## config.mk

```make
export PLATFORM = sky130hd
export DESIGN_NAME = sync_fifo
export DESIGN_NICKNAME = d
export VERILOG_FILES = /design/src/rtl/sync_fifo.sv
export SDC_FILE = /design/constraint.sdc
export NUM_CORES = 1
export LEC_CHECK = 0
export ABC_AREA = 1
export BUFFER_PORTS_ARGS = -buffer_cell sky130_fd_sc_hd__buf_4
export CAP_MARGIN = 10
export CORE_MARGIN = 2
export CORE_UTILIZATION = 35
export CTS_CLUSTER_SIZE = 25
export DETAILED_ROUTE_END_ITERATION = 10
export SETUP_SLACK_MARGIN = 0.3
export SYNTH_ARGS = -nofsm -noshare
export SYNTH_HDL_FRONTEND = slang
export SYNTH_SLANG_ARGS = --single-unit
```

## constraint.sdc

```tcl
create_clock -name clk -period 5.4 [get_ports clk]
set_clock_uncertainty 0.05 [all_clocks]
set_input_delay 0.54 -clock clk [delete_from_list [all_inputs] [get_ports clk]]
set_output_delay 0.54 -clock clk [all_outputs]
set_load 0.02 [all_outputs]
```

## src/rtl/sync_fifo.sv

```systemverilog
// show-ahead synchronous FIFO on a circular buffer
// head word on dout while not empty, fill count for almost-full flags
`timescale 1ns/1ps

module sync_fifo #(
	parameter int width = 8,
	parameter int depth = 16    // power of two
) (
	input  logic                     clk,
	input  logic                     rst_n,
	input  logic                     wr,
	input  logic [width-1:0]         din,
	input  logic                     rd,
	output logic [width-1:0]         dout,
	output logic                     empty,
	output logic [$clog2(depth):0]   count
);
	localparam int aw = $clog2(depth);

	logic [width-1:0] mem [0:depth-1];
	logic [aw-1:0]    wr_ptr;
	logic [aw-1:0]    rd_ptr;
	logic             full;
	logic             do_wr;
	logic             do_rd;

	assign full  = count[aw];    // count == depth
	assign empty = (count == '0);
	assign do_wr = wr && !full;
	assign do_rd = rd && !empty;
	assign dout  = mem[rd_ptr];

	always_ff @(posedge clk or negedge rst_n) begin
		if (!rst_n) begin
			wr_ptr <= '0;
			rd_ptr <= '0;
			count  <= '0;
		end else begin
			if (do_wr)
				wr_ptr <= wr_ptr + 1'b1;
			if (do_rd)
				rd_ptr <= rd_ptr + 1'b1;
			case ({do_wr, do_rd})
				2'b10: count <= count + 1'b1;
				2'b01: count <= count - 1'b1;
				default: ;    // idle or push and pop together
			endcase
		end
	end

	always_ff @(posedge clk) begin
		if (do_wr)
			mem[wr_ptr] <= din;
	end

endmodule

```

==> impl_metrics.xml <==
<?xml version="1.0" encoding="UTF-8"?>
<metrics>
  <group name="cts">
    <metric name="cts.clk_slew.worst_paths" unit="ns">0.06</metric>
    <metric name="cts_setup_buffers" unit="">0</metric>
    <metric name="h-tree-depth" unit="">4</metric>
    <metric name="post_cts.resized_instances" unit="">0</metric>
    <metric name="holdBufCountCts" unit="">1</metric>
    <metric name="clockRootBuffer" unit="">clkbuf_16</metric>
    <metric name="cts-buffers-inserted" unit="">17</metric>
    <metric name="cts-root-to-sink-buffers" unit="">2</metric>
    <metric name="cts_tree" unit="">yes</metric>
    <metric name="sinks_on_the_clock_net" unit="">141</metric>
    <metric name="clk_lat_worst_skew" unit="ns">0.42</metric>
  </group>
  <group name="synthesis">
    <metric name="dominantRegCellSynth" unit="">edfxtp_1</metric>
    <metric name="synthDominantCellAreaShare" unit="">0.620</metric>
    <metric name="syn-instance-count" unit="">616</metric>
    <metric name="post_synth_instance_area" unit="sq mm">0.00620</metric>
    <metric name="share_of_async_settable_or_async_resettable_flops_after_synthesis" unit="">0.0922</metric>
    <metric name="yosys-top-cells-area" unit="">edfxtp_1 62%, nand2_1 14%, dfrtp_1 5.2%</metric>
    <metric name="synth_enable_flop_cells" unit="">128</metric>
    <metric name="synthMostInstantiatedCell" unit="">nand2_1</metric>
    <metric name="synth-seq-area-share" unit="">0.672</metric>
    <metric name="syn_area_per_cell" unit="sq um">10.1</metric>
    <metric name="post_synth_most_frequent_cells" unit="">234 x nand2_1, 128 x edfxtp_1, 70 x nor2_1</metric>
    <metric name="yosys_register_bits" unit="">141</metric>
    <metric name="synth_nets" unit="">638</metric>
    <metric name="yosys_warnings" unit="">0</metric>
    <metric name="synth.lib_cells_used.distinct" unit="">20</metric>
    <metric name="synth_top_cell_by_area" unit="">edfxtp_1</metric>
  </group>
  <group name="floorplanning">
    <metric name="placeableCoreArea" unit="sq mm">0.0173</metric>
    <metric name="initial_cell_density_of_the_core" unit="">0.359</metric>
    <metric name="die_width" unit="um">137</metric>
    <metric name="die_area" unit="sq mm">0.0188</metric>
    <metric name="die-height" unit="um">137</metric>
    <metric name="row_count" unit="">48</metric>
    <metric name="num_io_pins" unit="">26</metric>
  </group>
  <group name="layout">
    <metric name="multi_input_comb_area" unit="sq mm">0.00166</metric>
    <metric name="design_area" unit="sq mm">0.00716</metric>
    <metric name="insertedDiodeCount" unit="">0</metric>
    <metric name="seq_area" unit="sq mm">0.00417</metric>
    <metric name="fillCellCount" unit="">1667</metric>
    <metric name="fraction_of_final_layout_cells_with_drive_strength_greater_than_1" unit="">0.0904</metric>
    <metric name="syn2layout_area_growth" unit="%">15.4</metric>
    <metric name="nets" unit="">663</metric>
  </group>
  <group name="pwr">
    <metric name="peakVddDrop" unit="V">0.000307</metric>
    <metric name="switching_portion_of_total_power" unit="">0.370</metric>
    <metric name="comb_power_share" unit="">0.344</metric>
    <metric name="pwr-share-clk" unit="">0.293</metric>
    <metric name="sequentialPowerShare" unit="">0.363</metric>
    <metric name="power_report.internal_total" unit="W">0.00246</metric>
    <metric name="cellLeakagePower" unit="nW">3.03</metric>
    <metric name="power_switching" unit="W">0.00145</metric>
    <metric name="power_density" unit="mW/mm^2">546</metric>
  </group>
  <group name="critical_path">
    <metric name="timing.critical_path.from_type" unit="">register</metric>
    <metric name="endpoint_kind" unit="">output port</metric>
    <metric name="timing.setup.critical_path_class" unit="">reg2out</metric>
    <metric name="required" unit="ns">4.81</metric>
    <metric name="worst-endpoint-arrival" unit="ns">2.87</metric>
    <metric name="crit_fanout" unit="">82</metric>
  </group>
  <group name="sta">
    <metric name="layout_worst_path_cycle_share" unit="">0.641</metric>
    <metric name="setup_violations" unit="">0</metric>
    <metric name="slew_headroom" unit="">0.344</metric>
    <metric name="grt_setup_unrepaired" unit="">no</metric>
    <metric name="timing.final.max_slew_violations" unit="">0</metric>
    <metric name="fmax" unit="GHz">0.289</metric>
    <metric name="tightestPinTransition" unit="ns">0.980</metric>
    <metric name="period_needed" unit="ns">3.46</metric>
    <metric name="final_total_negative_setup_slack" unit="ns">0</metric>
    <metric name="hold_viol_final" unit="">0</metric>
  </group>
  <group name="route">
    <metric name="vias" unit="">4101</metric>
    <metric name="post_drt_antenna_nets" unit="">0</metric>
    <metric name="detail_route.wl_per_cell" unit="um">15.8</metric>
    <metric name="vias_per_cell" unit="">4.67</metric>
    <metric name="drt-initial-drc-count" unit="">399</metric>
    <metric name="post-route-drc-count" unit="">0</metric>
    <metric name="first_pass_iters" unit="">5</metric>
    <metric name="route.final.wire_length" unit="um">13900</metric>
  </group>
  <group name="place">
    <metric name="place.detailed.hpwl" unit="um">8910</metric>
    <metric name="placedInstanceArea" unit="sq mm">0.00657</metric>
    <metric name="routabilityCongestion" unit="">0.804</metric>
    <metric name="buffer_ports.inserted" unit="">25</metric>
  </group>
  <group name="global_routing">
    <metric name="maximum_number_of_pins_on_one_net_before_global_route_repair" unit="">83</metric>
    <metric name="grt_antenna_before_repair" unit="">0</metric>
    <metric name="residual_overflow_from_global_routing" unit="">0</metric>
    <metric name="grtUsageTotal" unit="">0.164</metric>
    <metric name="wire_length_of_the_first_global_routing_pass" unit="um">22400</metric>
    <metric name="vias_in_the_first_global_route" unit="">4152</metric>
  </group>
  <group name="flow_run">
    <metric name="cap_viol_max_count" unit="">0</metric>
  </group>
  <group name="hold_path">
    <metric name="hp-class" unit="">in2reg</metric>
  </group>
  <group name="outcome">
    <metric name="run_status" unit="">complete, no violations</metric>
  </group>
</metrics>
[sequential cells by signal, summed over array words and instances, names as in the netlist]
name	cells
count	5
mem	128
rd_ptr	4
wr_ptr	4
[cells in the final DEF (no fill, tap or decap)]
cell and instances:
nand2_1 234, nor2_1 70, o21ai_0 5, xor2_1 5, clkinv_4 1, edfxtp_1 128
clkbuf_16 17, bufinv_16 3, clkbuf_1 1, nand4_1 2, dfrtp_1 12, dfrtp_2 1
inv_1 68, or2_2 1, inv_6 1, dlygate4sd3_1 1, clkinvlp_4 2, clkinv_2 3
xnor2_1 2, fa_1 1, clkinv_1 3, nor2_4 1, nand3_1 53, inv_2 3
ha_1 9, buf_4 26
[final timing paths]
kind | cells after the start | endpoint | slack, ns | start
setup / recovery | 9 | dout[7] | 1.94 | rd_ptr[0]$_DFFE_PN0P_
max in group asynchronous | 2 | rd_ptr[0]$_DFFE_PN0P_ | 4.66 | rst_n
hold / removal | 1 | mem[7][5]$_DFFE_PP_ | 0.39 | din[5]
setup reg to reg | 6 | rd_ptr[3]$_DFFE_PN0P_ | 3.07 | rd_ptr[0]$_DFFE_PN0P_
min in group asynchronous | 2 | count[3]$_DFFE_PN0P_ | 0.46 | rst_n
hold reg to reg | 1 | wr_ptr[3]$_DFFE_PN0P_ | 0.47 | wr_ptr[3]$_DFFE_PN0P_
[critical path: stages, from the launching register on]
cell and delay (ns):
dfrtp_2 0.38, buf_4 0.37, inv_2 0.80, nand2_1 0.13, nand3_1 0.14, nand2_1 0.07, nor2_1 0.20, nand2_1 0.09
nand2_1 0.07, buf_4 0.13
[kinds of logic (layout without fill, tap and decap cells)]
family / after synthesis / in the layout / share of synthesized area
compound gates: 5 / 5 / 0.00403
simple gates: 361 / 361 / 0.232
buf+inv: 92 / 129 / 0.0609
fa+ha+maj: 10 / 10 / 0.0214
xor+xnor: 7 / 7 / 0.00989
flops: 141 / 141 / 0.672
[power groups by stage]
stage	Combinational (W)	Sequential, W	Clock (W)
finish	0.00134	0.00142	0.00115
detailed placement	0.00135	0.00144	0
global placement	0.00132	0.00144	0
global route	0.00153	0.00143	0.00122
CTS	0.00136	0.00142	0.00116
floorplan	0.000946	0.00141	0
[through the flow]
stage                     cells  hold slack, ns   util  setup WS, ns  power, W
after floorplan             616           0.194      -          3.29   0.00236
after global placement      846           0.347  0.380          2.44   0.00276
after detailed placement    846           0.350  0.380          2.43   0.00279
after CTS                   878           0.362  0.414          1.97   0.00394
after global routing        878           0.374  0.414          1.72   0.00419
final                       878           0.386  0.414          1.94   0.00391
[metal layers]
layer  vias to the layer above  wire length [um]  GRT usage
met3                        17               619     0.0459
met4                         0               222     0.0550
met2                        91              6720      0.259
met1                      1974              6340      0.216
met5                         -                 0          0
li1                       2019                 -          -
[cell type report]
type	instances	share of cell area
Timing Repair Buffer	27	0.0287
Inverter	71	0.0372
Clock buffer	18	0.0600
Multi-Input combinational cell	383	0.231
Clock inverter	13	0.0208
Sequential cell	141	0.583
Tap cell	225	0.0393
(Power assumes the default switching activity.)
