`src/rtl/gac_pkg.sv`:
```
// shared widths, depths and module ids for the action stage
// action codes, table entry, metadata, packet word and bus records
package gac_pkg;

	// ********************
	// sizes and levels
	// ********************
	localparam int word_w          = 134;
	localparam int tag_w           = 2;
	localparam int md_w            = 128;
	localparam int data_fifo_depth = 256;    // words
	localparam int md_fifo_depth   = 32;     // records
	localparam int data_alf_level  = 192;
	localparam int md_alf_level    = 24;
	localparam int table_aw        = 8;      // 256 entries

	localparam logic [tag_w-1:0] tag_tail = 2'd2;

	localparam logic [7:0] local_mid = 8'd4;
	localparam logic [7:0] next_mid  = 8'd5;

	// statistics register indices, addr[9:2]
	localparam logic [7:0] stat_in_pkt_idx  = 8'd3;
	localparam logic [7:0] stat_md_idx      = 8'd5;
	localparam logic [7:0] stat_out_pkt_idx = 8'd9;

	// flow index position inside the metadata record
	localparam int flow_idx_lsb = 50;
	localparam int flow_idx_msb = 57;

	// ********************
	// types
	// ********************
	typedef enum logic [3:0] {
		act_cpu_fixed = 4'd1,
		act_cpu_poll  = 4'd2,
		act_to_port   = 4'd3,
		act_set_dmid  = 4'd4
	} action_e;    // other codes discard the packet

	typedef struct packed {
		action_e     code;
		logic [19:0] rsvd;
		logic [7:0]  dmid;    // low 6 bits double as outport
	} action_t;

	typedef struct packed {
		logic        pktsrc;
		logic        pktdes;
		logic [5:0]  inport;
		logic [1:0]  outtype;
		logic [5:0]  outport;
		logic [2:0]  prio;       // priority
		logic        discard;
		logic [19:0] misc;
		logic [7:0]  dmid;
		logic [79:0] lower;      // holds the flow index
	} md_t;

	typedef struct packed {
		logic [tag_w-1:0] tag;
		logic [3:0]       hdr;
		logic [md_w-1:0]  body;
	} pkt_word_t;

	typedef struct packed {
		logic        rw;      // 1 = read
		logic [15:0] addr;
		logic [31:0] wdata;
	} cfg_req_t;

	typedef struct packed {
		logic in_pkt;
		logic md_in;
		logic out_pkt;
	} stat_evt_t;

endpackage
```
`src/rtl/action_engine.sv`:
```
// packet scheduler and action execution
// flow lookup, metadata rewrite into the first word, discard, cpu polling
`timescale 1ns/1ps

module action_engine import gac_pkg::*; (
	input  logic                clk,
	input  logic                rst_n,
	input  logic [5:0]          sys_max_cpuid,
	input  md_t                 md_head,
	input  logic                md_empty,
	output logic                md_pop,
	input  pkt_word_t           data_head,
	input  logic                data_empty,
	output logic                data_pop,
	input  logic                out_alf,
	output logic [table_aw-1:0] lookup_addr,
	input  action_t             act,
	output pkt_word_t           out_data,
	output logic                out_data_wr,
	output logic                out_pkt_evt
);
	typedef enum logic [2:0] {
		st_idle,
		st_lookup,
		st_wait,
		st_rewrite,
		st_forward,
		st_discard
	} state_e;

	state_e     state;
	logic [5:0] poll_cnt;
	logic [5:0] poll_next;
	logic       start;
	logic       is_local;
	logic       head_tail;
	logic       act_ok;
	md_t        new_md;

	assign start     = !md_empty && !data_empty && !out_alf;
	assign is_local  = (md_head.dmid == local_mid);
	assign head_tail = (data_head.tag == tag_tail);
	assign act_ok    = act.code inside {act_cpu_fixed, act_cpu_poll, act_to_port, act_set_dmid};

	// fifo pops, show-ahead so the head advances next cycle
	assign md_pop   = ((state == st_idle) && start && !is_local) || (state == st_rewrite);
	assign data_pop = ((state == st_forward || state == st_discard) && !data_empty)
	                || ((state == st_rewrite) && act_ok);

	// next polling cpu id, wraps before sys_max_cpuid
	always_comb begin
		if (({1'b0, poll_cnt} + 7'd1) < {1'b0, sys_max_cpuid})
			poll_next = poll_cnt + 6'd1;
		else
			poll_next = '0;
	end

	// ********************
	// metadata rewrite
	// ********************
	always_comb begin
		new_md = md_head;
		case (act.code)
			act_cpu_fixed: begin
				new_md.pktdes  = 1'b1;
				new_md.outtype = 2'd1;
				new_md.outport = act.dmid[5:0];
				new_md.dmid    = next_mid;
			end
			act_cpu_poll: begin
				new_md.pktdes  = 1'b1;
				new_md.outtype = 2'd2;
				new_md.outport = poll_cnt;
				new_md.dmid    = next_mid;
			end
			act_to_port: begin
				new_md.pktdes  = 1'b0;
				new_md.outtype = 2'd0;
				new_md.outport = act.dmid[5:0];
				new_md.dmid    = next_mid;
			end
			act_set_dmid: begin
				new_md.pktdes  = 1'b1;
				new_md.outtype = 2'd0;
				new_md.dmid    = act.dmid;    // outport kept
			end
			default: ;    // packet is dropped anyway
		endcase
	end

	// ********************
	// scheduler FSM
	// ********************
	always_ff @(posedge clk or negedge rst_n) begin
		if (!rst_n) begin
			state       <= st_idle;
			out_data_wr <= 1'b0;
			out_pkt_evt <= 1'b0;
			poll_cnt    <= '0;
		end else begin
			out_data_wr <= 1'b0;
			out_pkt_evt <= 1'b0;
			case (state)
				st_idle: begin
					if (start)
						state <= is_local ? st_lookup : st_forward;
				end
				st_lookup: state <= st_wait;    // table read
				st_wait:   state <= st_rewrite;
				st_rewrite: begin
					if (act_ok) begin
						out_data_wr <= 1'b1;
						out_pkt_evt <= head_tail;
						state       <= head_tail ? st_idle : st_forward;
					end else begin
						state <= st_discard;
					end
					if (act.code == act_cpu_poll)
						poll_cnt <= poll_next;
				end
				st_forward: begin
					// stall without writing while the data fifo runs dry
					if (!data_empty) begin
						out_data_wr <= 1'b1;
						out_pkt_evt <= head_tail;
						if (head_tail)
							state <= st_idle;
					end
				end
				st_discard: begin
					if (!data_empty && head_tail)
						state <= st_idle;
				end
				default: state <= st_idle;
			endcase
		end
	end

	// lookup address and output word
	always_ff @(posedge clk) begin
		if (state == st_idle)
			lookup_addr <= md_head[flow_idx_msb:flow_idx_lsb];
		if (state == st_rewrite) begin
			out_data.tag  <= data_head.tag;
			out_data.hdr  <= data_head.hdr;
			out_data.body <= new_md;
		end else if (state == st_forward) begin
			out_data <= data_head;
		end
	end

endmodule

```
`config.mk`:
```
export PLATFORM = sky130hd
export DESIGN_NAME = action_engine
export DESIGN_NICKNAME = d
export VERILOG_FILES = /design/src/rtl/gac_pkg.sv /design/src/rtl/action_engine.sv
export SDC_FILE = /design/constraint.sdc
export NUM_CORES = 1
export LEC_CHECK = 0
export ABC_AREA = 1
export BUFFER_PORTS_ARGS = -buffer_cell sky130_fd_sc_hd__buf_2
export CORE_AREA = 2 2 177 179
export DETAILED_ROUTE_END_ITERATION = 16
export DIE_AREA = 0 0 179 181
export SLEW_MARGIN = 0
export SYNTH_ARGS = -nofsm -noshare
export SYNTH_HDL_FRONTEND = slang
export SYNTH_SLANG_ARGS = --single-unit
```
`constraint.sdc`:
```
create_clock -name clk -period 15 [get_ports clk]
set_input_delay 1.5 -clock clk [delete_from_list [all_inputs] [get_ports clk]]
set_output_delay 1.5 -clock clk [all_outputs]
set_load 0.005 [all_outputs]
```
==> results of run 1 <==
cell type report:
class	instances	area, µm²
Fill cell	3224	20200
Sequential cell	153	4540
Timing Repair Buffer	435	2190
Multi-Input combinational cell	523	2160
Tap cell	396	495
Clock buffer	19	433
Clock inverter	13	168
Inverter	36	138
Antenna cell	1	2.50
sequential cells by signal (all words and copies together) (netlist names):
| signal | cells |
|---|---|
| state | 3 |
| out_pkt_evt | 1 |
| lookup_addr | 8 |
| out_data_wr | 1 |
| poll_cnt | 6 |
| out_data | 134 |
cells in the mapped netlist:
cell / count / area share (%)
clkbuf_1: 3 / 0.16
buf_6: 1 / 0.16
nor3_1: 1 / 0.072
nand2_1: 447 / 24
nand4_1: 5 / 0.45
inv_4: 1 / 0.090
xnor2_1: 1 / 0.13
inv_1: 34 / 1.8
nand3_2: 2 / 0.29
nor2_1: 20 / 1.1
edfxtp_1: 142 / 61
inv_2: 1 / 0.054
o21ai_0: 3 / 0.22
buf_1: 1 / 0.054
nor2_4: 1 / 0.16
nand3_1: 19 / 1.4
buf_4: 1 / 0.11
a21oi_1: 3 / 0.22
dfrtp_1: 11 / 3.9
nand3_4: 1 / 0.25
buf_2: 24 / 1.7
or2_2: 1 / 0.090
nor2_2: 3 / 0.27
ha_1: 6 / 1.1
o211ai_1: 9 / 0.97
o21ai_2: 1 / 0.13
metrics by stage:
stage,cell area [µm²],std cells,setup slack [ps],power (mW)
4_1_cts,10100,1575,10670,1.46
5_1_grt,10100,1576,10470,1.50
2_1_floorplan,6980,742,4250,0.842
6_report,10100,1576,10750,1.43
3_3_place_gp,9520,1543,10960,0.994
3_5_place_dp,9520,1543,10940,1.00
critical path, cell delays in order (launching register included):
cell	delay, ps
dfrtp_1	420
inv_2	150
nand3_4	500
inv_4	730
nand2_1	250
nand2_1	110
buf_2	110
cells by family after synthesis:
kind of cell,count (synthesis)
XOR/XNOR,1
AND/OR/NAND/NOR,500
buffers and inverters,66
flip-flops,153
AO/OA/AOI/OAI,16
adder cells (fa/ha/maj),6
power groups by stage:
stage	Clock (mW)	Combinational, mW	Sequential (mW)
after global placement	0	0.319	0.675
after CTS	0.466	0.322	0.670
final	0.450	0.312	0.668
after floorplan	0	0.0834	0.759
after global routing	0.481	0.343	0.680
after detailed placement	0	0.321	0.679
path summary, 6_finish.rpt:
kind                             start          end  slack [ps]  depth (start not counted)
setup / recovery              state[2]     data_pop       10750                          6
hold / removal             poll_cnt[5]  poll_cnt[5]         540                          2
setup reg to reg              state[2]  poll_cnt[4]       11630                          8
hold reg to reg            poll_cnt[5]  poll_cnt[5]         540                          2
max in group asynchronous        rst_n  poll_cnt[1]       13850                          1
min in group asynchronous        rst_n  out_data_wr         940                          1
layer usage:
metal	vias to the layer above	wire length, µm
met1	2941	10100
li1	3238	-
met4	2	487
met3	27	1820
met2	268	12100
met5	-	13
==> results.toml, run 1 <==
[finish]
layout-drive-gt1-share_pct = 40.5
final_cell_mix = "447 x nand2_1, 430 x buf_2, 142 x edfxtp_1"
area_growth_pct = 45.1
nNetsFinal = 1477
post-route-util_pct = 33.4
final_common_cell = "nand2_1"

[place]
dpl.hpwl_um = 18900
port_buffers = 430
place_congestion = 0.839

[drt]
drt-initial-drc-count = 309
dr.pass1.iters = 5
post_drt_wl_per_cell_um = 15.6
drtAntennaViolNets = 0
wl_um = 24600
route.detailed.drc = 0
vias = 6476
post_drt_via_cell_ratio = 4.11

[critical_path]
criticalPathCategory = "reg2out"
crit_path_max_fanout = 60
critPathRequiredTime_ps = 13500
endpoint_kind = "output pin"
crit_arrival_ps = 2750
crit_path_start_kind = "flip-flop"

[grt]
antenna_found_initial = 3
grt.total_usage_pct = 14.4
gr-usage-met3_pct = 3.45
grt.met1_usage_pct = 17.3
use_met2_pct = 24.9
top_usage_layer = "met2"
grt_first_pass_wirelength_um = 34300
grt.overflow.total = 0
grt_pass1_vias = 5921
grt_max_degree = 85

[yosys]
synth_area_per_cell_um2 = 9.41
synthesis.nets = 1053
synth_cell_type_count = 26
muxShareOfSynthArea_pct = 0
synthXorXnorAreaFrac_pct = 0.125
synth_compound_area_share_pct = 1.52
synth_top_family_by_area = "simple AND/OR/NAND/NOR gates"
synth-simple-area-share_pct = 28.1
seq_area_frac_synth_pct = 65.0
synth_area_um2 = 6980
synth_cells = 742
yosys_warnings = 0
synthAdderAreaFrac_pct = 1.08
ys_ff_latch = 153

[power_and_ir_drop]
p_int_mw = 1.02
p_comb_share_pct = 21.8
peakVddDrop_v = 0.0000848
p_per_area_nw_per_um2 = 141
seqPwrFrac_pct = 46.7
switchingPower_uw = 409
p_leak_nw = 5.09
p_sw_share_pct = 28.6
p_clk_share_pct = 31.5

[cts]
ctsLongestPathBuffers = 2
clk_latency_ps = 420
clk_pin_slew_worst_paths_ps = 70
postCtsSetupBuffers = 0
cts_buffers = 17
cts_tree = "yes"
cts_resized = 0
cts_htree_levels = 4
ctsHoldBuffers = 0
cts_num_sinks = 153
cts_root_buf = "clkbuf_16"

[timing]
fin_skew_ps = 10.7
rsz0062_at_grt = "no"
fmax_mhz = 235
finalHoldWorstSlack_ps = 538
layout_min_cycle_time_ps = 4250
setup_tns_ps = 0
relSlewSlack_pct = 33.3
final_hold_viol_count = 0
worst_pin_slew_ps = 1000
setup_viol = 0
maxSlewViolCount = 0
min_period_over_period_pct = 28.3

[floorplan]
dieWidth_um = 179
coreArea_um2 = 30300
die_h_um = 181
ioPinCount = 451
row_count = 64
initial_core_util_pct = 23.0
dieArea_um2 = 32400

[run_status]
outcome = "finished clean"

[flow_run]
maxCapViolations = 0

[min_path]
hold_class = "reg2reg"
No activity file was read; power rests on OpenSTA's default activity.
==> run 2: changes to the inputs <==
==> constraint.sdc (replaced) <==
create_clock -name clk -period 4.1 [get_ports clk]
set_input_delay 0.41 -clock clk [delete_from_list [all_inputs] [get_ports clk]]
set_output_delay 0.41 -clock clk [all_outputs]
set_load 0.005 [all_outputs]
==> run 2 against run 1 <==
Net effect:
- first-iteration DRC count is 7.1% higher
- routed wire length is 2.8% lower
- sequential power grew to 3.7 times the previous value
- combinational power grew to 3.7 times the previous value
- register-to-register slack worse by 9800 ps
- critical endpoint unchanged
- critical path depth stayed put
- clock skew is 2.4 ps higher
- cell count is 0.13% higher
- hold slack worse by 370 ps
==> results.toml, run 2 (same netlist as run 1, synthesis figures left out) <==
[finish]
regMostFlops = "out_data"
post-route-util_pct = 33.3
largest_registers = "out_data: 134 flops, lookup_addr: 8 flops, poll_cnt: 6 flops"
final_cell_mix = "447 x nand2_1, 430 x buf_2, 142 x edfxtp_1"
postLayoutCellArea_um2 = 10100
nNetsFinal = 1480
n_antenna_cell = 0
layout-drive-gt1-share_pct = 40.5
area_growth_pct = 44.9
final_common_cell = "nand2_1"
largest_reg_flops = 134
finalNonFillerCells = 1578

[place]
placed_cells = 1545
port_buffers = 430
place_ws_ps = 1890
dpl-instance-area_um2 = 9540
place_congestion = 0.844
dpl.hpwl_um = 18300

[critical_path]
critPathRequiredTime_ps = 3690
crit_path_max_fanout = 57
crit_arrival_ps = 2060
endpoint_kind = "output pin"
crit_path_start_kind = "flip-flop"
criticalPathCategory = "reg2out"

[cts]
clk_latency_ps = 420
clk_pin_slew_worst_paths_ps = 70
cts_tree = "yes"
ctsLongestPathBuffers = 2
cts_num_sinks = 153
cts_buffers = 17
cts_root_buf = "clkbuf_16"
cts_htree_levels = 4
cts_resized = 0

[timing]
relSlewSlack_pct = 32.1
fin_skew_ps = 13.1
layout_min_cycle_time_ps = 2470
finalHoldWorstSlack_ps = 166
min_period_over_period_pct = 60.1
setup_ws_ps = 1630
maxSlewViolCount = 0
setup_tns_ps = 0
rsz0062_at_grt = "no"
setup_viol = 0
final_hold_viol_count = 0
worst_pin_slew_ps = 1020
fmax_mhz = 406

[drt]
post_drt_wl_per_cell_um = 15.1
vias = 6510
drt-initial-drc-count = 331
post_drt_via_cell_ratio = 4.13
drtAntennaViolNets = 0
wl_um = 23900
route.detailed.drc = 0
dr.pass1.iters = 4

[grt]
grt.total_usage_pct = 14.1
grt_max_degree = 75
grt_pass1_vias = 6263
grt_first_pass_wirelength_um = 34300
grt.overflow.total = 0
antenna_found_initial = 2

[floorplan]
dieArea_um2 = 32400
initial_core_util_pct = 23.0
dieWidth_um = 179
die_h_um = 181
coreArea_um2 = 30300
row_count = 64
ioPinCount = 451

[power_and_ir_drop]
power_mw = 5.13
peakVddDrop_v = 0.000280
p_per_area_nw_per_um2 = 507
p_leak_nw = 5.09

[min_path]
hold_class = "in2reg"

[run_status]
outcome = "finished clean"

[flow_run]
maxCapViolations = 0
run 2: final timing paths:
kind,from,endpoint,slack (ps),cells past startpoint
setup / recovery,state[2],data_pop,1630,6
hold / removal,data_head[131],out_data[131],170,1
setup reg to reg,state[2],out_data[121],1880,6
hold reg to reg,poll_cnt[5],poll_cnt[5],550,2
max in group asynchronous,rst_n,poll_cnt[3],3480,2
min in group asynchronous,rst_n,state[0],400,2
run 2: what timing repair did:
action,4_1_cts,5_1_grt
buffers inserted,0,0
hold buffers,1,0
endpoints found under the setup margin,0,0
endpoints found under the hold margin,11,0
run 2: area by class of cell:
type | instances | area, µm²
clock inverter | 14 | 138
fill | 3207 | 20200
sequential | 153 | 4540
multi-input combinational | 523 | 2160
clock buffer | 18 | 429
inverter | 36 | 138
tap | 396 | 495
timing repair buffer | 438 | 2210
run 2: critical path, cell delays in order (launching register included):
cell and delay (ps):
dfrtp_1 420, inv_2 150, nand3_4 120, inv_4 530, nand2_1 200, nand2_1 90
buf_2 110
run 2: power breakdown:
part,leakage (nW),switching (mW),internal (mW)
logic,3.29,0.720,0.440
registers,1.52,0.109,2.33
clock network,0.267,0.681,0.849
total,5.08,1.51,3.62
run 2: routing by layer:
layer  vias to the layer above  part of all wire (%)  GRT usage (%)
met1                      2961                    41           16.2
met4                         0                   2.0           5.17
met2                       281                    50           24.9
li1                       3244                     -              -
met5                         -                     0              0
met3                        24                   7.7           3.94
==> run 3: changes to the inputs <==
==> constraint.sdc (replaced) <==
create_clock -name clk -period 2.6 [get_ports clk]
set_input_delay 0.26 -clock clk [delete_from_list [all_inputs] [get_ports clk]]
set_output_delay 0.26 -clock clk [all_outputs]
set_load 0.005 [all_outputs]
==> run 3 against run 2 <==
Net effect:
- die area unchanged
- cell count increased by 0.19%
- via count decreased by 0.68%
- sequential share of layout area decreased by 0.35 points
- register-to-register slack got worse by 1400 ps
- critical path depth increased by 1
- hold slack got worse by 140 ps
- first-iteration DRC count increased by 15%
- utilization increased by 0.26 points
- final area increased by 0.79%
- total power increased by 58%
- non-clock buffer count increased by 3
- critical path type unchanged
==> results.toml, run 3 (same netlist as run 1, synthesis figures left out) <==
[run_status]
outcome = "finished clean"

[cts]
clk_pin_slew_worst_paths_ps = 70
cts_resized = 0
cts_tree = "yes"
ctsLongestPathBuffers = 2
cts_root_buf = "clkbuf_16"
cts_buffers = 17
clk_latency_ps = 420
postCtsSetupBuffers = 0
cts_htree_levels = 4
cts_num_sinks = 153

[critical_path]
crit_path_max_fanout = 60
crit_path_cell_trace = "inv_2, nand3_4, inv_4, buf_12, nand2_1, nand2_1, buf_2"
cp_slowest_cell = "dfrtp_1"
endpoint_kind = "output pin"
cp_common_cell = "nand2_1"
max_stage_delay_ps = 420
critPathRequiredTime_ps = 2340
crit_path_start_kind = "flip-flop"
critPathBufInv = 4
cp.depth = 7
criticalPathCategory = "reg2out"
critical_path.top_delay_family = "buffers and inverters"
crit_arrival_ps = 1890
r2r_cells = 14

[drt]
post_drt_wl_per_cell_um = 14.9
dr.pass1.iters = 5
vias = 6466
post_drt_via_cell_ratio = 4.09
drt-initial-drc-count = 381
wl_um = 23600
drtAntennaViolNets = 0
route.detailed.drc = 0

[power_and_ir_drop]
p_per_area_nw_per_um2 = 793
p_leak_nw = 5.11
peakVddDrop_v = 0.000399

[place]
port_buffers = 430
dpl-instance-area_um2 = 9600
dpl.hpwl_um = 18300
place_congestion = 0.882

[timing]
setup_viol = 0
maxSlewViolCount = 0
min_period_over_period_pct = 82.7
final_hold_viol_count = 0
fin_skew_ps = 10.9
fmax_mhz = 465
layout_min_cycle_time_ps = 2150
finalHoldWorstSlack_ps = 30.0
relSlewSlack_pct = 65.7
rsz0062_at_grt = "no"
setup_tns_ps = 0
worst_pin_slew_ps = 515

[finish]
nNetsFinal = 1483
regMostFlops = "out_data"
largest_registers = "out_data: 134 flops, lookup_addr: 8 flops, poll_cnt: 6 flops"
final_cell_mix = "446 x nand2_1, 430 x buf_2, 142 x edfxtp_1"
layout-drive-gt1-share_pct = 40.7
largest_reg_flops = 134
n_antenna_cell = 0
area_growth_pct = 46.1
postLayoutCellArea_um2 = 10200
final_common_cell = "nand2_1"
n_fill_cell = 3176

[floorplan]
ioPinCount = 451
row_count = 64
dieArea_um2 = 32400
coreArea_um2 = 30300
dieWidth_um = 179
initial_core_util_pct = 23.0
die_h_um = 181

[grt]
grt.overflow.total = 0
grt_max_degree = 75
grt.total_usage_pct = 13.8
grt_pass1_vias = 6031
antenna_found_initial = 0
grt_first_pass_wirelength_um = 33500

[flow_run]
maxCapViolations = 0

[min_path]
hold_path_depth = 1
hold_class = "in2reg"
==> run 3: cell count changes in the layout (fill, tap and decap cells not counted), sizes merged <==
cell	before	now
clkinvlp	3	4
clkbuf	18	19
clkinv	5	4
inv	41	40
dlygate4sd3	1	4
==> run 3: power breakdown <==
| part | internal, mW | switching [mW] |
|---|---|---|
| Sequential | 3.66 | 0.182 |
| Combinational | 0.739 | 1.12 |
| Clock | 1.33 | 1.05 |
==> run 3: timing repair <==
item / CTS / global route
setup endpoints to repair: 0 / 0
endpoints found under the hold margin: 14 / 0
hold buffers: 4 / 0
==> run 3: final cells by class <==
| cell class | instances | area (µm²) | share of cell area (%) |
|---|---|---|---|
| clock inverter | 13 | 119 | 1.17 |
| multi-input combinational | 523 | 2160 | 21.2 |
| tap | 396 | 495 | 4.86 |
| inverter | 36 | 138 | 1.35 |
| sequential | 153 | 4540 | 44.5 |
| timing repair buffer | 441 | 2310 | 22.6 |
| clock buffer | 19 | 433 | 4.25 |
==> run 3: final timing paths <==
path	from	end	slack [ps]
max	state[2]	data_pop	450
min	data_head[133]	out_data[133]	30
max reg2reg	poll_cnt[0]	poll_cnt[2]	490
min reg2reg	poll_cnt[5]	poll_cnt[5]	550
max in group asynchronous	rst_n	poll_cnt[4]	2110
min in group asynchronous	rst_n	out_pkt_evt	250
==> run 3: metrics by stage <==
step / util [%] / cells / total power, mW / setup WS, ps
3_5_place_dp: 31.6 / 1545 / 5.81 / 515
4_1_cts: 33.6 / 1581 / 8.23 / 403
6_report: 33.6 / 1581 / 8.09 / 450
3_3_place_gp: 31.6 / 1545 / 5.78 / 544
5_1_grt: 33.6 / 1581 / 8.54 / 269
2_1_floorplan: - / 742 / 4.55 / -602
==> run 3: routing by layer <==
metal / GRT usage [%] / up-vias / routed length, µm
met5: 0 / - / 0
met4: 5.20 / 0 / 538
met3: 3.47 / 28 / 1930
met2: 24.6 / 284 / 11800
met1: 15.8 / 2902 / 9300
li1: - / 3252 / -
