--- src/rtl/gac_pkg.sv ---
// shared widths, depths and module ids for the action stage
// action codes, table entry, metadata, packet word and bus records
package gac_pkg;

	// ********************
	// sizes and levels
	// ********************
	localparam int word_w          = 134;
	localparam int tag_w           = 2;
	localparam int md_w            = 128;
	localparam int data_fifo_depth = 256;    // words
	localparam int md_fifo_depth   = 32;     // records
	localparam int data_alf_level  = 192;
	localparam int md_alf_level    = 24;
	localparam int table_aw        = 8;      // 256 entries

	localparam logic [tag_w-1:0] tag_tail = 2'd2;

	localparam logic [7:0] local_mid = 8'd4;
	localparam logic [7:0] next_mid  = 8'd5;

	// statistics register indices, addr[9:2]
	localparam logic [7:0] stat_in_pkt_idx  = 8'd3;
	localparam logic [7:0] stat_md_idx      = 8'd5;
	localparam logic [7:0] stat_out_pkt_idx = 8'd9;

	// flow index position inside the metadata record
	localparam int flow_idx_lsb = 50;
	localparam int flow_idx_msb = 57;

	// ********************
	// types
	// ********************
	typedef enum logic [3:0] {
		act_cpu_fixed = 4'd1,
		act_cpu_poll  = 4'd2,
		act_to_port   = 4'd3,
		act_set_dmid  = 4'd4
	} action_e;    // other codes discard the packet

	typedef struct packed {
		action_e     code;
		logic [19:0] rsvd;
		logic [7:0]  dmid;    // low 6 bits double as outport
	} action_t;

	typedef struct packed {
		logic        pktsrc;
		logic        pktdes;
		logic [5:0]  inport;
		logic [1:0]  outtype;
		logic [5:0]  outport;
		logic [2:0]  prio;       // priority
		logic        discard;
		logic [19:0] misc;
		logic [7:0]  dmid;
		logic [79:0] lower;      // holds the flow index
	} md_t;

	typedef struct packed {
		logic [tag_w-1:0] tag;
		logic [3:0]       hdr;
		logic [md_w-1:0]  body;
	} pkt_word_t;

	typedef struct packed {
		logic        rw;      // 1 = read
		logic [15:0] addr;
		logic [31:0] wdata;
	} cfg_req_t;

	typedef struct packed {
		logic in_pkt;
		logic md_in;
		logic out_pkt;
	} stat_evt_t;

endpackage
--- src/rtl/cfg_slave.sv ---
// register bus slave with four-phase req/ack handshake
// action table access and the three statistics counters
`timescale 1ns/1ps

module cfg_slave import gac_pkg::*; (
	input  logic                clk,
	input  logic                rst_n,
	input  logic                cfg_req,
	input  cfg_req_t            cfg,
	output logic                cfg_ack,
	output logic [31:0]         cfg_rdata,
	output logic [table_aw-1:0] tbl_addr,
	output action_t             tbl_wdata,
	output logic                tbl_we,
	input  action_t             tbl_rdata,
	input  stat_evt_t           evt
);
	typedef enum logic [2:0] {
		st_idle,
		st_write,
		st_read,
		st_wait,
		st_ack
	} state_e;

	state_e      state;
	logic [31:0] cnt_in_pkt;
	logic [31:0] cnt_md;
	logic [31:0] cnt_out_pkt;
	logic [31:0] stat_rdata;
	logic        sel_stat;
	logic        capture;

	assign sel_stat = cfg.addr[10];    // 1 = statistics space
	assign capture  = (state == st_ack) && cfg_req && !cfg_ack && cfg.rw;

	// ********************
	// handshake FSM
	// ********************
	always_ff @(posedge clk or negedge rst_n) begin
		if (!rst_n) begin
			state   <= st_idle;
			cfg_ack <= 1'b0;
			tbl_we  <= 1'b0;
		end else begin
			case (state)
				st_idle: begin
					if (cfg_req) begin
						if (cfg.rw) begin
							state <= st_read;
						end else begin
							tbl_we <= !sel_stat;    // stat writes are dropped
							state  <= st_write;
						end
					end
				end
				st_write: begin
					tbl_we  <= 1'b0;
					cfg_ack <= 1'b1;
					state   <= st_ack;
				end
				st_read: state <= st_wait;    // RAM samples address
				st_wait: state <= st_ack;
				st_ack: begin
					if (cfg_req) begin
						cfg_ack <= 1'b1;
					end else begin
						cfg_ack <= 1'b0;
						state   <= st_idle;
					end
				end
				default: state <= st_idle;
			endcase
		end
	end

	// address, write data and read capture
	always_ff @(posedge clk) begin
		if (state == st_idle && cfg_req) begin
			tbl_addr  <= cfg.addr[9:2];
			tbl_wdata <= cfg.wdata;
		end
		if (capture)
			cfg_rdata <= sel_stat ? stat_rdata : 32'(tbl_rdata);
	end

	// ********************
	// statistics
	// ********************
	always_ff @(posedge clk or negedge rst_n) begin
		if (!rst_n) begin
			cnt_in_pkt  <= '0;
			cnt_md      <= '0;
			cnt_out_pkt <= '0;
		end else begin
			if (evt.in_pkt)
				cnt_in_pkt <= cnt_in_pkt + 32'd1;
			if (evt.md_in)
				cnt_md <= cnt_md + 32'd1;
			if (evt.out_pkt)
				cnt_out_pkt <= cnt_out_pkt + 32'd1;
		end
	end

	always_comb begin
		case (cfg.addr[9:2])
			stat_in_pkt_idx:  stat_rdata = cnt_in_pkt;
			stat_md_idx:      stat_rdata = cnt_md;
			stat_out_pkt_idx: stat_rdata = cnt_out_pkt;
			default:          stat_rdata = '0;
		endcase
	end

endmodule

--- config.mk ---
export PLATFORM = sky130hd
export DESIGN_NAME = cfg_slave
export DESIGN_NICKNAME = d
export VERILOG_FILES = /design/src/rtl/gac_pkg.sv /design/src/rtl/cfg_slave.sv
export SDC_FILE = /design/constraint.sdc
export NUM_CORES = 1
export LEC_CHECK = 0
export ABC_AREA = 1
export BUFFER_PORTS_ARGS = -buffer_cell sky130_fd_sc_hd__buf_2
export CAP_MARGIN = 15
export CORE_MARGIN = 3
export CORE_UTILIZATION = 40
export DETAILED_ROUTE_END_ITERATION = 8
export GPL_ROUTABILITY_DRIVEN = 0
export PLACE_DENSITY = 0.67
export SYNTH_ARGS = -nofsm -noshare
export SYNTH_HDL_FRONTEND = slang
export SYNTH_SLANG_ARGS = --single-unit
--- constraint.sdc ---
create_clock -name clk -period 4.8 [get_ports clk]
set_clock_uncertainty 0.05 [all_clocks]
set_input_delay 0.48 -clock clk [delete_from_list [all_inputs] [get_ports clk]]
set_output_delay 0.48 -clock clk [all_outputs]
set_load 0.005 [all_outputs]
==> metrics.md, run 1 <==
| Metric | Value |
|---|---|
| Status | `finished, final reports clean` |
| Routed via count | `7364` |
| Hold Fails Final Rpt | `0` |
| Worst slew margin | `31.3%` |
| CTS hold repair buffers | `0` |
| Syn Area/Cell | `8.56 sq um` |
| Setup violators final | `0` |
| Setup Total Neg Slack | `0 ns` |
| Slowest-stage cell, CP | `nor2_4` |
| Tot GR Track Use | `18.3%` |
| Pwr Total | `3.79 mW` |
| Root Driver | `clkbuf_16` |
| Fin nets | `1281` |
| Final std cells w/o fill | `1484` |
| Worst Max-Slew Pin Slew | `1.03 ns` |
| Worst path cell trace | `nor2_1, inv_1, nor2_1, inv_1, nor2_4` |
| Initial core utilization | `40.7%` |
| Width of the die | `155 um` |
| CP Capture Type | `register` |
| First-pass GRT wire length | `35600 um` |
| Drt wl/cell | `14.7 um` |
| Arr. time, crit path | `2.03 ns` |
| CP startpoint kind | `register` |
| Vias in the first global route | `7243` |
| ANT cells | `0` |
| RSZ-0062 raised after global routing | `no` |
| Warnings, synthesis | `0` |
| PwrDens | `360 nW/um^2` |
| Core Area | `21900 sq um` |
| Netlist cell types | `32` |
| Insertion delay to the later sink of the worst-skew pair | `0.43 ns` |
| Final slew viol count | `0` |
| CTS H-Tree Depth | `4` |
| Synth Cell Area | `8920 sq um` |
| Clock Pin Slew Worst Setup and Hold Paths | `0.07 ns` |
| Rows | `54` |
| Sequential share of the synthesized area | `52.6%` |
| Crit-path max cell delay | `0.78 ns` |
| Drt pass-1 iters | `5` |
| DP HPWL | `16200 um` |
| Clock Sinks | `173` |
| TritonCTS clock tree | `done` |
| Vias per inst | `4.96` |
| ANT nets after route | `0` |
| Worst VDD drop | `0.000173 V` |
| Final period util | `42.3%` |
| Final min period | `2.03 ns` |
| Drt total wl | `21800 um` |
| DRC errors left | `0` |
| Crit Path Class | `register to register` |
| Share of cells above drive strength 1 | `20.1%` |
| CTS Buf Count | `17` |
| Clk buf depth | `2` |
| Initial antenna violation count | `0` |
| Buffers on Ports | `153` |
| Req. time, crit path | `4.80 ns` |
| Synthesized instance count | `1042` |
| Lkg Pwr | `4.80 nW` |
| Chip height | `155 um` |
| Placed insts | `1451` |
| Synthesized flop and latch total | `173` |
| Area of the die | `24100 sq um` |
| Postcts setup bufs | `0` |
| Critical path fanouts, max | `40` |
| Total of max-cap violations | `0` |
| Largest net degree at the start of global routing | `97` |
| GRT overflow | `0` |
| Post-cts resize count | `0` |
| Area grow syn2layout | `18.2%` |
| Num ports | `161` |
| Syn nets | `1132` |
| Worst min-delay path class | `primary input to async pin` |
| FMAX | `0.493 GHz` |
| Iter 0 DRT Violations | `409` |
## power by group
group / internal [mW] / switching, mW / total (mW)
combinational: 0.202 / 0.321 / 0.523
sequential: 1.76 / 0.172 / 1.93
clock: 0.691 / 0.648 / 1.34
total: 2.65 / 1.14 / 3.79
## state kept, by name, indices dropped and copies added (netlist names)
name,flops
cfg_ack,1
state,3
tbl_wdata,32
tbl_we,1
cnt_md,32
tbl_addr,8
cfg_rdata,32
cnt_out_pkt,32
cnt_in_pkt,32
## synthesized netlist by cell type (all sizes together)
library cell,number,area (sq um)
nand3,188,973
edfxtp,72,2160
o211ai,1,7.51
nand4,22,138
nand3b,6,45.0
buf,23,131
and2,2,12.5
dfrtp,101,2530
nor4,1,6.26
xnor2,25,219
a211oi,2,15.0
nor3,22,125
a21oi,2,10.0
ha,3,37.5
xor2,39,342
nand2,298,1140
o21ai,7,35.0
inv,108,408
nor2,113,563
clkbuf,7,26.3
## area by class of cell
type	count	area, sq um
sequential	173	4690
fill	2102	11300
tap	280	350
timing repair buffer	160	841
clock inverter	15	146
multi-input combinational	731	3690
inverter	108	408
clock buffer	17	425
## logic make-up after synthesis
kind of cell,after synthesis,synth area share (%)
compound gates,12,0.757
xor+xnor,64,6.28
fa+ha+maj,3,0.421
simple gates,652,33.6
buf+inv,138,6.34
flops,173,52.6
## routing by layer
metal	up-vias	part of all wire (%)	GRT usage, %
li1	3696	-	-
met1	3410	43	24.3
met2	221	48	30.1
met3	37	6.9	3.64
met4	0	2.1	6.17
met5	-	0	0
## placed cells by master (no fill, tap or decap), types with 5 or more instances in the layout
master / netlist / layout
nand2_1: 291 / 291
nand3_1: 183 / 183
buf_2: 15 / 152
inv_1: 105 / 105
dfrtp_1: 101 / 101
nor2_1: 85 / 83
edfxtp_1: 72 / 72
xor2_1: 39 / 39
xnor2_1: 25 / 25
nand4_1: 22 / 22
nor3_1: 19 / 18
nor2_2: 16 / 17
clkbuf_16: 0 / 17
nor2_4: 11 / 12
nand2_2: 7 / 7
buf_4: 7 / 7
nand3b_1: 6 / 6
o21ai_0: 5 / 5
inv_6: 0 / 5
## critical path: cells and delay by family, from the launching register on
| family | cells | cell delay (ns) |
|---|---|---|
| DFF | 1 | 0.41 |
| buffers and inverters | 2 | 0.16 |
| and+or+nand+nor | 3 | 1.00 |
## path summary, 6_finish.rpt
check                                startpoint  cells past startpoint                          to  slack [ns]
setup / recovery           state[0]$_DFFE_PN0P_                      5       tbl_addr[6]$_DFFE_PP_        2.77
hold / removal                            rst_n                      1  cnt_in_pkt[30]$_DFFE_PN0P_         0.1
setup reg to reg           state[0]$_DFFE_PN0P_                      5       tbl_addr[6]$_DFFE_PP_        2.77
hold reg to reg              tbl_we$_DFFE_PN0P_                      2          tbl_we$_DFFE_PN0P_        0.44
max in group asynchronous                 rst_n                      2  cnt_out_pkt[3]$_DFFE_PN0P_        3.56
min in group clk                        cfg[15]                      1     tbl_wdata[15]$_DFFE_PP_        0.17
## per-stage QoR
stage / instance area (sq um) / utilization [%] / setup WS, ns / hold slack, ns
6_report: 10500 / 48.2 / 2.77 / 0.0983
5_1_grt: 10500 / 48.2 / 2.62 / 0.147
4_1_cts: 10500 / 48.1 / 2.73 / 0.131
3_5_place_dp: 9950 / 45.4 / 2.32 / 0.426
3_3_place_gp: 9950 / 45.4 / 2.34 / 0.421
2_1_floorplan: 8920 / - / 1.33 / 0.134
Power figures use the tool's default switching activity.
==> run 2, diff against run 1 <==
- clock period: 4.8 -> 2.06 ns (I/O delays scaled with it)
==> metrics.md, run 2 (same netlist as run 1, synthesis figures left out) <==
| Metric | Value |
|---|---|
| Setup violators final | `0 (unchanged)` |
| Origin of the worst min-delay path | `evt[1]` |
| Largest net degree at the start of global routing | `49 (-49%)` |
| Insertion delay to the later sink of the worst-skew pair | `0.43 ns (about the same)` |
| Final min period | `1.79 ns` |
| Pwr Total | `8.98 mW (+140%)` |
| Clock Sinks | `173 (unchanged)` |
| Fin Hold WS | `0.0649 ns (-0.0335 ns)` |
| Drt total wl | `22500 um (+3.5%)` |
| First-pass GRT wire length | `36500 um (+2.4%)` |
| Drt pass-1 iters | `5 (unchanged)` |
| Worst Hold End | `cnt_md[1]$_DFFE_PN0P_` |
| Worst VDD drop | `0.000428 V (+150%)` |
| Hold Fails Final Rpt | `0 (unchanged)` |
| Fin nets | `1357 (+5.9%)` |
| Clk buf depth | `2 (unchanged)` |
| GRT met1 Usage | `24.3% (+0.044 points)` |
| DP HPWL | `16600 um (+2.1%)` |
| CP startpoint kind | `primary input` |
| Iter 0 DRT Violations | `468 (+14%)` |
| PwrDens | `794 nW/um^2 (+120%)` |
| Drt wl/cell | `14.4 um (-1.6%)` |
| Worst Max-Slew Pin Slew | `0.610 ns (-0.419 ns)` |
| Area of the die | `24100 sq um (unchanged)` |
| Rows | `54 (unchanged)` |
| FF-to-FF End | `cfg_rdata[9]$_DFFE_PP_` |
| GRT overflow | `0 (unchanged)` |
| Vias per inst | `4.91 (-1.1%)` |
| Worst path cell trace | `dlygate4sd3_1, buf_2, nor2_1, and2_2, buf_12, nand3_1, nand3_1, nand2_1, nand2_1` |
| Status | `finished, final reports clean` |
| Met3 GRT Util | `3.37% (-0.28 points)` |
| Req. time, crit path | `2.32 ns (-2.48 ns)` |
| Slowest-stage cell, CP | `dlygate4sd3_1` |
| Crit-path leading delay family | `buffers and inverters` |
| TritonCTS clock tree | `done` |
| Placed insts | `1459 (+0.55%)` |
| Crit Path Class | `primary input to register` |
| Commonest non-fill, non-tap cell in the layout | `nand2_1` |
| Width of the die | `155 um (unchanged)` |
| FMAX | `0.558 GHz` |
| Area grow syn2layout | `26.9%` |
| Routed via count | `7659 (+4.0%)` |
| Setup Total Neg Slack | `0 ns (unchanged)` |
| DRC errors left | `0 (unchanged)` |
| Critical path fanouts, max | `48 (+20%)` |
| Reg2Reg Depth | `4 (-1)` |
| Buffers on Ports | `153 (unchanged)` |
| Worst slew margin | `59.4% (+28 points)` |
| Stages on worst setup path | `9 (+4)` |
| Filler instances | `2015 (-4.1%)` |
| Final period util | `87.0%` |
| Final slew viol count | `0 (unchanged)` |
| Post-cts resize count | `0 (unchanged)` |
| Initial core utilization | `40.7% (unchanged)` |
| Cell depth of the worst hold path | `3` |
| Core Area | `21900 sq um (unchanged)` |
| Vias in the first global route | `7441 (+2.7%)` |
| Worst min-delay path class | `primary input to register` |
| RSZ-0062 raised after global routing | `no` |
| CP Capture Type | `register` |
| Met2 Use GR | `31.8% (+1.7 points)` |
| R2r setup slk | `0.34 ns (-2.43 ns)` |
| Tot GR Track Use | `18.8% (+0.53 points)` |
| Final Util | `51.7% (+3.5 points)` |
| Bufs and invs on worst path | `3 (+1)` |
| CTS Buf Count | `17 (unchanged)` |
| Arr. time, crit path | `2.05 ns (+0.02 ns)` |
| Total of max-cap violations | `0 (unchanged)` |
| FF-to-FF Start | `state[0]$_DFFE_PN0P_` |
| Initial antenna violation count | `0 (unchanged)` |
| ANT nets after route | `0 (unchanged)` |
| Num ports | `161 (unchanged)` |
| Most frequent cells in the layout | `291 x nand2_1, 183 x nand3_1, 152 x buf_2` |
| CTS H-Tree Depth | `4 (unchanged)` |
| Postcts setup bufs | `0 (unchanged)` |
| Crit-path max cell delay | `0.54 ns (-0.24 ns)` |
| Most used routing layer | `met2` |
| Chip height | `155 um (unchanged)` |
| Share of cells above drive strength 1 | `19.5% (-0.65 points)` |
| Root Driver | `clkbuf_16` |
| Final std cells w/o fill | `1560 (+5.1%)` |
| ANT cells | `0 (unchanged)` |
| Clock Pin Slew Worst Setup and Hold Paths | `0.07 ns (about the same)` |
| Lkg Pwr | `5.13 nW (+6.9%)` |
run 2: area by class of cell:
cell class | instances | area (sq um) | area share, %
sequential | 173 | 4690 | 41.4
clock buffer | 17 | 425 | 3.76
clock inverter | 15 | 140 | 1.24
multi-input combinational | 731 | 3690 | 32.6
inverter | 108 | 408 | 3.60
timing repair buffer | 236 | 1610 | 14.3
tap | 280 | 350 | 3.09
run 2: worst max path at each step:
| stage | from | end | slack (ns) |
|---|---|---|---|
| after floorplan | state[0]$_DFFE_PN0P_ | cfg_rdata[0]$_DFFE_PP_ | 0.03 |
| after global placement | state[0]$_DFFE_PN0P_ | cfg_rdata[6]$_DFFE_PP_ | 0.38 |
| after detailed placement | state[0]$_DFFE_PN0P_ | cfg_rdata[10]$_DFFE_PP_ | 0.32 |
| after CTS | cfg[41] | cfg_rdata[19]$_DFFE_PP_ | 0.30 |
| after global routing | cfg[41] | cfg_rdata[25]$_DFFE_PP_ | 0.14 |
| final | cfg[41] | cfg_rdata[25]$_DFFE_PP_ | 0.27 |
run 2: per-stage QoR:
stage	instance area [sq um]	setup slack, ns
final	11300	0.267
after global routing	11300	0.139
after CTS	11300	0.297
after detailed placement	10100	0.316
after global placement	10100	0.385
after floorplan	8940	0.0313
run 2: per-layer routing:
layer  vias up  share of wire, %
li1       3841                 -
met1      3546                44
met2       234                48
met3        38               5.9
met4         0               2.4
met5         -                 0
run 2: what timing repair did:
action	CTS	global route
hold buffers	69	0
setup endpoints to repair	0	0
endpoints found under the hold margin	109	0
run 2: worst register-to-register path: cells and delay by family (launching register included):
family                 cells  cell delay [ns]
buffers and inverters      1             0.30
DFF                        1             0.41
and+or+nand+nor            3             0.62
run 2: power breakdown:
group	internal (mW)	switching [mW]	leakage, nW
Sequential	4.09	0.413	1.98
Combinational	0.593	0.782	2.88
Clock	1.61	1.50	0.271
Total	6.29	2.69	5.13
==> run 3, diff against run 2 <==
- CORE_MARGIN: 3 -> 2
==> metrics.md, run 3 (same netlist as run 1, synthesis figures left out) <==
| Metric | Value |
|---|---|
| Arr. time, crit path | `2.06 ns (about the same)` |
| First-pass GRT wire length | `36500 um (unchanged)` |
| Final slew viol count | `0 (unchanged)` |
| Vias in the first global route | `7432 (-0.12%)` |
| Clock Pin Slew Worst Setup and Hold Paths | `0.07 ns (about the same)` |
| Num ports | `161 (unchanged)` |
| Setup violators final | `0 (unchanged)` |
| Worst min-delay path class | `primary input to register` |
| Worst slew margin | `62.6% (+3.2 points)` |
| Lkg Pwr | `5.11 nW (-0.28%)` |
| Critical path fanouts, max | `24 (-50%)` |
| Placed instance area | `10100 sq um (-0.14%)` |
| R2r setup slk | `0.31 ns (-0.03 ns)` |
| CTS H-Tree Depth | `4 (unchanged)` |
| Drt total wl | `22500 um (about the same)` |
| Fin nets | `1351 (-0.44%)` |
| Clock Sinks | `173 (unchanged)` |
| Share of power burned in registers | `50.1% (about the same)` |
| Commonest non-fill, non-tap cell in the layout | `nand2_1` |
| Largest net degree at the start of global routing | `63 (+29%)` |
| Worst slack at placement | `0.308 ns (-0.00790 ns)` |
| CP startpoint kind | `primary input` |
| P_int | `6.29 mW (about the same)` |
| CP startpoint | `cfg[41]` |
| Clk buf depth | `2 (unchanged)` |
| Initial core utilization | `40.9% (+0.13 points)` |
| Area of the die | `23500 sq um (-2.6%)` |
| Crit Path Class | `primary input to register` |
| Insertion delay to the later sink of the worst-skew pair | `0.43 ns (about the same)` |
| DRC errors left | `0 (unchanged)` |
| ANT nets after route | `0 (unchanged)` |
| Share of cells above drive strength 1 | `19.5% (about the same)` |
| Vias per inst | `4.94 (+0.58%)` |
| Area grow syn2layout | `26.3%` |
| FF-to-FF Start | `state[0]$_DFFE_PN0P_` |
| Status | `finished, final reports clean` |
| Buffers on Ports | `153 (unchanged)` |
| Post-route cell area | `11300 sq um (-0.49%)` |
| Drt pass-1 iters | `5 (unchanged)` |
| Hold Fails Final Rpt | `0 (unchanged)` |
| Iter 0 DRT Violations | `488 (+4.3%)` |
| FMAX | `0.553 GHz (-0.85%)` |
| Final min period | `1.81 ns (+0.0153 ns)` |
| Worst setup margin | `0.252 ns (-0.0153 ns)` |
| Total of max-cap violations | `0 (unchanged)` |
| PwrDens | `798 nW/um^2 (+0.60%)` |
| Worst VDD drop | `0.000508 V (+19%)` |
| Reg2Reg Depth | `4 (unchanged)` |
| DP HPWL | `16500 um (-0.79%)` |
| Root Driver | `clkbuf_16` |
| Net Sw Power | `2.71 mW (+0.58%)` |
| Worst setup endpoint | `cfg_rdata[16]$_DFFE_PP_` |
| Rows | `54 (unchanged)` |
| Worst Max-Slew Pin Slew | `0.561 ns (-0.0484 ns)` |
| Setup Total Neg Slack | `0 ns (unchanged)` |
| Final period util | `87.8% (+0.74 points)` |
| Switching share of power | `30.1% (+0.14 points)` |
| FF-to-FF End | `cfg_rdata[13]$_DFFE_PP_` |
| Fin Hold WS | `0.0117 ns (-0.0531 ns)` |
| Routed via count | `7674 (+0.20%)` |
| GRT overflow | `0 (unchanged)` |
| Tot GR Track Use | `19.3% (+0.41 points)` |
| Drt wl/cell | `14.5 um (+0.41%)` |
| Width of the die | `153 um (-1.3%)` |
| Chip height | `153 um (-1.3%)` |
| Most frequent cells in the layout | `291 x nand2_1, 183 x nand3_1, 152 x buf_2` |
| Pwr Total | `8.99 mW (+0.11%)` |
| Clock power frac | `34.7% (+0.2 points)` |
| RSZ-0062 raised after global routing | `no` |
| ANT cells | `0 (unchanged)` |
| TritonCTS clock tree | `done` |
| CP Capture Type | `register` |
| Core Area | `21800 sq um (-0.31%)` |
| Combinational power share | `15.3% (about the same)` |
| Initial antenna violation count | `0 (unchanged)` |
| CTS Buf Count | `17 (unchanged)` |
| Req. time, crit path | `2.31 ns (about the same)` |
| Cell depth of the worst hold path | `3 (unchanged)` |
run 3: area by class of cell:
cell class / count / area [sq um]
clock buffer: 17 / 425
clock inverter: 15 / 149
fill: 1982 / 10600
inverter: 108 / 408
multi-input combinational: 731 / 3700
sequential: 173 / 4690
tap: 280 / 350
timing repair buffer: 230 / 1540
run 3: through the flow:
| stage | util, % | instances |
|---|---|---|
| 5_1_grt | 51.6 | 1554 |
| 3_3_place_gp | 46.1 | 1458 |
| 3_5_place_dp | 46.1 | 1458 |
| 2_1_floorplan | - | 1042 |
| 4_1_cts | 51.6 | 1554 |
| 6_report | 51.6 | 1554 |
run 3: power by group through the flow:
| stage | sequential (mW) | clock [mW] | combinational (mW) |
|---|---|---|---|
| final | 4.50 | 3.12 | 1.38 |
| after global routing | 4.57 | 3.33 | 1.56 |
| after CTS | 4.50 | 3.17 | 1.39 |
| after detailed placement | 4.57 | 0 | 1.28 |
| after global placement | 4.54 | 0 | 1.25 |
| after floorplan | 4.51 | 0 | 0.757 |
run 3: metal layers:
metal,vias to the layer above,GRT usage (%),routed length [um]
met4,0,5.50,467
met5,-,0,0
met2,232,32.4,10800
li1,3838,-,-
met3,41,4.11,1280
met1,3563,25.3,9980
run 3: worst min path at each step:
stage	startpoint	end	slack, ns
2_1_floorplan	rst_n	cfg_ack$_DFFE_PN0P_	-0.14
3_3_place_gp	rst_n	cnt_in_pkt[28]$_DFFE_PN0P_	0.17
3_5_place_dp	rst_n	cnt_in_pkt[26]$_DFFE_PN0P_	0.18
4_1_cts	tbl_rdata[29]	cfg_rdata[29]$_DFFE_PP_	0.002
5_1_grt	tbl_rdata[29]	cfg_rdata[29]$_DFFE_PP_	0.01
6_report	tbl_rdata[8]	cfg_rdata[8]$_DFFE_PP_	0.01
run 3: what timing repair did:
item                                   4_1_cts  5_1_grt
hold buffers                                64        0
gates resized for setup                      0        0
setup buffers                                0        0
endpoints found under the hold margin       96        0
run 3: critical path, cell delays in order:
cell	delay, ns
dlygate4sd3_1	0.53
buf_2	0.13
nor2_1	0.09
and2_2	0.31
buf_4	0.32
nand3_1	0.17
nand3_1	0.12
nand2_1	0.08
nand2_1	0.09
